==> src/hdl/link_reg.sv <==
// Two-entry valid/ready register slice placed on every link between groups, any payload type
`timescale 1ns/1ps

module link_reg #(
  parameter type payload_t = logic
) (
  input  logic     clk_i,
  input  logic     rst_n_i,
  input  logic     valid_i,
  output logic     ready_o,
  input  payload_t data_i,
  output logic     valid_o,
  input  logic     ready_i,
  output payload_t data_o
);

  payload_t   data_q [2];
  logic       wr_ptr_q;
  logic       rd_ptr_q;
  logic [1:0] count_q;
  logic       push;
  logic       pop;

  assign push = valid_i & ready_o;
  assign pop  = valid_o & ready_i;

  // Second entry keeps ready high while the consumer stalls for one cycle
  assign ready_o = (count_q != 2'd2);
  assign valid_o = (count_q != 2'd0);
  assign data_o  = data_q[rd_ptr_q];

  always_ff @(posedge clk_i or negedge rst_n_i) begin
    if (!rst_n_i) begin
      wr_ptr_q <= 1'b0;
      rd_ptr_q <= 1'b0;
      count_q  <= 2'd0;
    end else begin
      if (push) begin
        wr_ptr_q <= ~wr_ptr_q;
      end
      if (pop) begin
        rd_ptr_q <= ~rd_ptr_q;
      end
      count_q <= count_q + {1'b0, push} - {1'b0, pop};
    end
  end

  always_ff @(posedge clk_i) begin
    if (push) begin
      data_q[wr_ptr_q] <= data_i;
    end
  end

endmodule : link_reg

==> config.mk <==
export PLATFORM = sky130hd
export DESIGN_NAME = link_reg
export DESIGN_NICKNAME = d
export VERILOG_FILES = /design/src/hdl/link_reg.sv
export SDC_FILE = /design/constraint.sdc
export NUM_CORES = 1
export LEC_CHECK = 0
export BUFFER_PORTS_ARGS = -buffer_cell sky130_fd_sc_hd__buf_2
export CORE_AREA = 10 10 47 49
export DETAILED_ROUTE_END_ITERATION = 16
export DIE_AREA = 0 0 57 59
export PLACE_DENSITY_LB_ADDON = 0.1
export SYNTH_ARGS = -nofsm -noshare
export SYNTH_HDL_FRONTEND = slang
export SYNTH_SLANG_ARGS = --single-unit
export TNS_END_PERCENT = 30
==> constraint.sdc <==
create_clock -name clk_i -period 2.21 [get_ports clk_i]
set_input_delay 0 -clock clk_i [delete_from_list [all_inputs] [get_ports clk_i]]
set_output_delay 0 -clock clk_i [all_outputs]
set_load 0.005 [all_outputs]
==> reports/metrics.csv, run 1 <==
metric;value;unit
DRC;0;
Rows;14;
RePlAce Congestion;0.717;
clock sink count;6;
FMAX;0.604;GHz
Synth top cells by count;dfrtp_1, xnor2_1, edfxtp_1, ha_1;
Worst Setup Path Type;reg2reg;
DRT Pass-1 Iters;3;
DP Area;325;um2
worst hold path type;in2reg;
CP startpoint kind;flip-flop;
skew final;0.00340;ns
worst-path cell chain;or2_1, and2_4, ha_1, inv_1, ha_1, xnor2_1, xnor2_1;
root buf cell;clkbuf_4;
largest net degree at the start of global routing;5;
initial core utilization;19.3;%
leakage;0.169;nW
initial antenna violation count;0;
Post-synth EDFFs;2;
first-pass GRT wire length;786;um
status;complete, no violations;
critical path data required time;2.38;ns
Slew Limit Fails;0;
GRT Total Usage;3.43;%
Worst-Skew Late Latency;0.24;ns
width of the die;57;um
Final setup viols;0;
Inserted Clock Buffers;3;
critical path's largest stage delay;0.39;ns
Max Cap Viol;0;
# IOs;8;
CTS tree;yes;
Overflow after GRT;0;
#FFs+latches synth;6;
most common cell in the netlist;dfrtp_1;
DR WL/cell;9.49;um
Synth area leaders;dfrtp_1, edfxtp_1, xnor2_1;
Crit path arrival time;1.82;ns
Die Ht;59;um
critical path's slowest cell;dfrtp_1;
deepest clock path buffer count;2;
post-route ant nets;0;
Tcrit/Tclk final;74.9;%
Clock Pin Slew Worst Setup and Hold Paths;0.04;ns
post-synth top area share;37.0;%
die area;3360;um2
worst slew pin tran;0.158;ns
# resized after CTS;0;
largest fanout on the critical path;3;
initial detailed-routing violation count;2;
Slew Limit Headroom;89.4;%
Mapped Nets;27;
via count;174;
synth warn;0;
ANT cells;0;
Placed Instances;43;
cell area after synthesis;270;um2
post-route cell area;372;um2
final hold violation count;0;
htree depth;1;
min Tclk post-route;1.66;ns
share of cells above drive strength 1;36.4;%
# Post-CTS Setup Buffers;0;
PD cells;1320;nW/um2
average vias per placed instance;3.55;
Final Total Pwr;0.000490;W
Setup Total Neg Slack;0;ns
Port Buf Inserts;7;
sequential element share of the synthesized area;59.3;%
core area;1400;um2
final cell count without fillers;49;
vias in the first global route;194;
gate count after technology mapping;20;
unrepaired setup endpoints after global routing;false;
Setup crit end kind;flip-flop;
final wirelength;465;um
Syn-to-layout area delta;37.5;%
Post-synth top flop;dfrtp_1;
layout net count;41;
Syn Area/Cell;13.5;um2
post-synth cell types;13;
area leader, netlist;dfrtp_1;
ys async rst share;66.7;%
peak supply drop;327;uV
flip-flops by register name (all words and copies together), names as in the netlist:
name,count
wr_ptr_q,1
count_q,2
data_q,2
rd_ptr_q,1
path summary, 6_finish.rpt:
check                                start          to  slack [ns]  cells after the start
worst max-delay path            count_q[1]  count_q[1]        0.55                      7
worst min-delay path               ready_i    rd_ptr_q        0.06                      3
worst max register to register  count_q[1]  count_q[1]        0.55                      7
worst min register to register    rd_ptr_q    rd_ptr_q        0.48                      1
max in group asynchronous          rst_n_i    rd_ptr_q        1.99                      2
min in group asynchronous          rst_n_i    wr_ptr_q        0.09                      2
cell usage in the layout (no fill, tap or decap):
cell type and instances:
xnor2_1 3, nand2_1 1, xor2_1 1, inv_1 1, nand2b_1 1, clkbuf_1 1, and2_4 1, dlygate4sd3_1 2
edfxtp_1 2, or2_1 1, nor2_1 1, and3_1 1, dfrtp_1 4, mux2_2 1, clkbuf_4 3, ha_1 2
buf_2 7
cells by family (layout without fill, tap and decap cells):
group	Yosys count	in the layout	share of synthesized area, %
buffers and inverters	1	14	1.39
muxes	1	1	4.17
xor gates and xnor gates	4	4	13.0
and+or+nand+nor	6	6	13.0
adders and majority gates	2	2	9.26
DFF	6	6	59.3
area by class of cell:
| type | count | area (um2) |
|---|---|---|
| Clock buffer | 4 | 26.3 |
| Fill cell | 162 | 1030 |
| Inverter | 1 | 3.75 |
| Multi-Input combinational cell | 13 | 106 |
| Sequential cell | 6 | 160 |
| Tap cell | 16 | 20.0 |
| Timing Repair Buffer | 9 | 55.1 |
where the power goes:
| group | internal [W] | switching, W | total [W] |
|---|---|---|---|
| sequential | 0.000167 | 0.0000310 | 0.000198 |
| combinational | 0.000107 | 0.0000762 | 0.000183 |
| clock | 0.0000684 | 0.0000403 | 0.000109 |
| total | 0.000343 | 0.000147 | 0.000490 |
critical path: cells and delay by family, from the launching register on:
kind	cells	cell delay (ns)
DFF	1	0.39
and+or+nand+nor	2	0.41
buffers and inverters	1	0.04
adders and majority gates	2	0.45
xor gates and xnor gates	2	0.29
what timing repair did:
action                     in CTS  in global routing
setup endpoints to repair       0                  0
hold buffers                    2                  0
hold endpoints to repair        6                  0
per-layer routing:
metal	global-route usage (%)	up-vias	share of wire, %
met5	0	-	0
met4	5.03	0	0
met3	2.79	0	14
met2	3.88	5	42
met1	3.12	77	43
li1	-	92	-
stage by stage:
| stage | utilization [%] | hold WS [ns] | setup WS (ns) |
|---|---|---|---|
| 2_1_floorplan | - | -0.296 | 0.585 |
| 4_1_cts | 26.5 | 0.0569 | 0.540 |
| 3_3_place_gp | 23.2 | -0.188 | 0.566 |
| 6_report | 26.5 | 0.0645 | 0.555 |
| 3_5_place_dp | 23.2 | -0.184 | 0.549 |
| 5_1_grt | 26.5 | 0.0593 | 0.452 |
No activity file was read; power rests on OpenSTA's default activity.
==> inputs of run 2 (changes only) <==
--- a/config.mk
+++ b/config.mk
@@ -5,6 +5,7 @@
 export SDC_FILE = /design/constraint.sdc
 export NUM_CORES = 1
 export LEC_CHECK = 0
+export ABC_AREA = 1
 export BUFFER_PORTS_ARGS = -buffer_cell sky130_fd_sc_hd__buf_2
 export CORE_AREA = 10 10 47 49
 export DETAILED_ROUTE_END_ITERATION = 16
==> constraint.sdc (replaced) <==
create_clock -name clk_i -period 1.7 [get_ports clk_i]
set_input_delay 0 -clock clk_i [delete_from_list [all_inputs] [get_ports clk_i]]
set_output_delay 0 -clock clk_i [all_outputs]
set_load 0.005 [all_outputs]
==> run 2 against run 1 <==
Effect of this change:
- power rose by 40%
- global-route usage grew 1.0 points
- register-to-register slack got worse by 0.25 ns
- setup slack worse by 0.25 ns
- final cell count up 35%
- count of clock-buffer cells in the layout did not move
- synthesized area increased by 17%
- first-iteration DRC count down 50%
==> reports/metrics.csv, run 2 <==
metric;value;unit
status;complete, no violations;
Rows;14;
unrepaired setup endpoints after global routing;false;
root buf cell;clkbuf_4;
Slew Limit Headroom;91.6;%
HPWL Detailed;519;um
sequential element share of the synthesized area;50.8;%
Clk pwr share;21.0;%
Setup crit end kind;flip-flop;
DP Worst Slack;0.310;ns
simple-gate share of the synthesized area;30.6;%
leakage;0.234;nW
peak supply drop;496;uV
most frequent cells in the layout;nand2_1, inv_1, buf_2;
final hold violation count;0;
post-route ant nets;0;
post-synth top area share;31.7;%
post-synthesis mux area share;0;%
largest fanout on the critical path;3;
Syn Area/Cell;8.52;um2
CP startpoint kind;flip-flop;
layout net count;58;
PD cells;1640;nW/um2
final cell count without fillers;66;
vias in the first global route;272;
core area;1400;um2
initial antenna violation count;0;
complex-gate fraction of the synthesized area;0;%
share of cells above drive strength 1;32.0;%
die area;3360;um2
CTS tree;yes;
# resized after CTS;0;
Synth top cells by count;nand2_1, inv_1, dfrtp_1, nand2_2, nand3_1;
GRT Total Usage;4.43;%
Final setup viols;0;
Syn-to-layout area delta;32.1;%
# IOs;8;
worst slew pin tran;0.126;ns
width of the die;57;um
Max Cap Viol;0;
gate count after technology mapping;37;
DRC;0;
initial core utilization;22.5;%
post-synth cell types;10;
Placed Instances;60;
initial detailed-routing violation count;1;
Clock Pin Slew Worst Setup and Hold Paths;0.05;ns
FF-to-FF setup slack;0.31;ns
first-pass GRT wire length;1130;um
met1 WL;280;um
#FFs+latches synth;6;
deepest clock path buffer count;2;
skew final;0.00403;ns
clock sink count;6;
Worst-Skew Late Latency;0.24;ns
Comb pwr share;42.2;%
critical path data required time;1.83;ns
htree depth;1;
xor and xnor area share after synthesis;0;%
Synth area leaders;dfrtp_1, edfxtp_1, nand2_1;
final core occ;29.7;%
Inserted Clock Buffers;3;
Die Ht;59;um
Post-synth top flop;dfrtp_1;
cell depth of the worst flop-to-flop path;10;
Post-synth EDFFs;2;
most common cell in the netlist;nand2_1;
Overflow after GRT;0;
cell area after synthesis;315;um2
most common cell after layout, fill and taps aside;nand2_1;
Port Buf Inserts;7;
hold path cells;3;
Final Total Pwr;0.000685;W
largest family of logic cells by synthesized area;simple AND/OR/NAND/NOR gates;
area leader, netlist;dfrtp_1;
total length of routed met2 wires;301;um
Flop pwr share;36.9;%
via count;251;
ys async rst share;66.7;%
largest net degree at the start of global routing;5;
DRT Pass-1 Iters;2;
average vias per placed instance;3.80;
FMAX;0.718;GHz
final wirelength;622;um
Net Switching;0.000263;W
switching share of total power;38.4;%
Internal;0.000422;W
DR WL/cell;9.42;um
DR WL met3;41;um
Mapped Nets;44;
Crit path arrival time;1.52;ns
Tcrit/Tclk final;81.9;%
setup slack after layout;0.308;ns
Slew Limit Fails;0;
Worst Setup Path Type;reg2reg;
Setup Total Neg Slack;0;ns
highest metal used;met3;
worst hold path type;in2reg;
biggest regs;count_q (2), data_q (2);
synth warn;0;
ANT cells;0;
min Tclk post-route;1.39;ns
Synth Area in Adders;7.94;%
RePlAce Congestion;0.698;
run 2: changes by cell type in the layout (fill, tap and decap cells not counted), moves of 3 or more:
cell / previous run / this run
nand2_1: 1 / 11
inv_1: 1 / 8
nand2_2: 0 / 4
nand3_1: 0 / 3
xnor2_1: 3 / 0
run 2: path summary, 6_finish.rpt:
path	from	end
min in group asynchronous	rst_n_i	wr_ptr_q
min	ready_i	rd_ptr_q
min reg2reg	wr_ptr_q	wr_ptr_q
max	count_q[0]	count_q[1]
max reg2reg	count_q[0]	count_q[1]
max in group asynchronous	rst_n_i	count_q[0]
run 2: final cells by class:
| type | instances | area [um2] |
|---|---|---|
| multi-input combinational | 22 | 121 |
| fill | 158 | 985 |
| inverter | 9 | 33.8 |
| clock buffer | 4 | 26.3 |
| tap | 16 | 20.0 |
| sequential | 6 | 160 |
| timing repair buffer | 9 | 55.1 |
run 2: cell families after synthesis:
family / after synthesis
adders and majority gates: 2
buffers and inverters: 9
DFF: 6
and+or+nand+nor: 20
run 2: what timing repair did:
item                      in CTS  in global routing
hold endpoints to repair       6                  0
hold buffers                   2                  0
buffers inserted               0                  0
run 2: per-stage QoR:
| stage | hold WS (ns) | area, um2 |
|---|---|---|
| floorplan | -0.296 | 315 |
| global placement | -0.184 | 370 |
| detailed placement | -0.180 | 370 |
| CTS | 0.0190 | 417 |
| global route | 0.0468 | 417 |
| finish | 0.0223 | 417 |
run 2: critical path: stages, from the launching register on:
cell and delay, ns:
dfrtp_1 0.37, inv_1 0.09, nand2_2 0.08, nand2_2 0.07, inv_1 0.04, ha_1 0.27
inv_1 0.06, ha_1 0.15, inv_1 0.04, nand2_1 0.05, nand2_1 0.05
run 2: per-layer routing:
metal	global-route usage, %	vias to the layer above
met5	0	-
met4	3.02	0
met3	2.79	0
met2	6.36	5
met1	4.69	110
li1	-	136
run 2: power by group through the flow:
stage | Combinational (W) | Sequential (W) | Clock [W]
final | 0.000289 | 0.000252 | 0.000143
after global routing | 0.000346 | 0.000259 | 0.000162
after CTS | 0.000301 | 0.000252 | 0.000150
after detailed placement | 0.000294 | 0.000255 | 0
after global placement | 0.000285 | 0.000253 | 0
after floorplan | 0.000209 | 0.000247 | 0
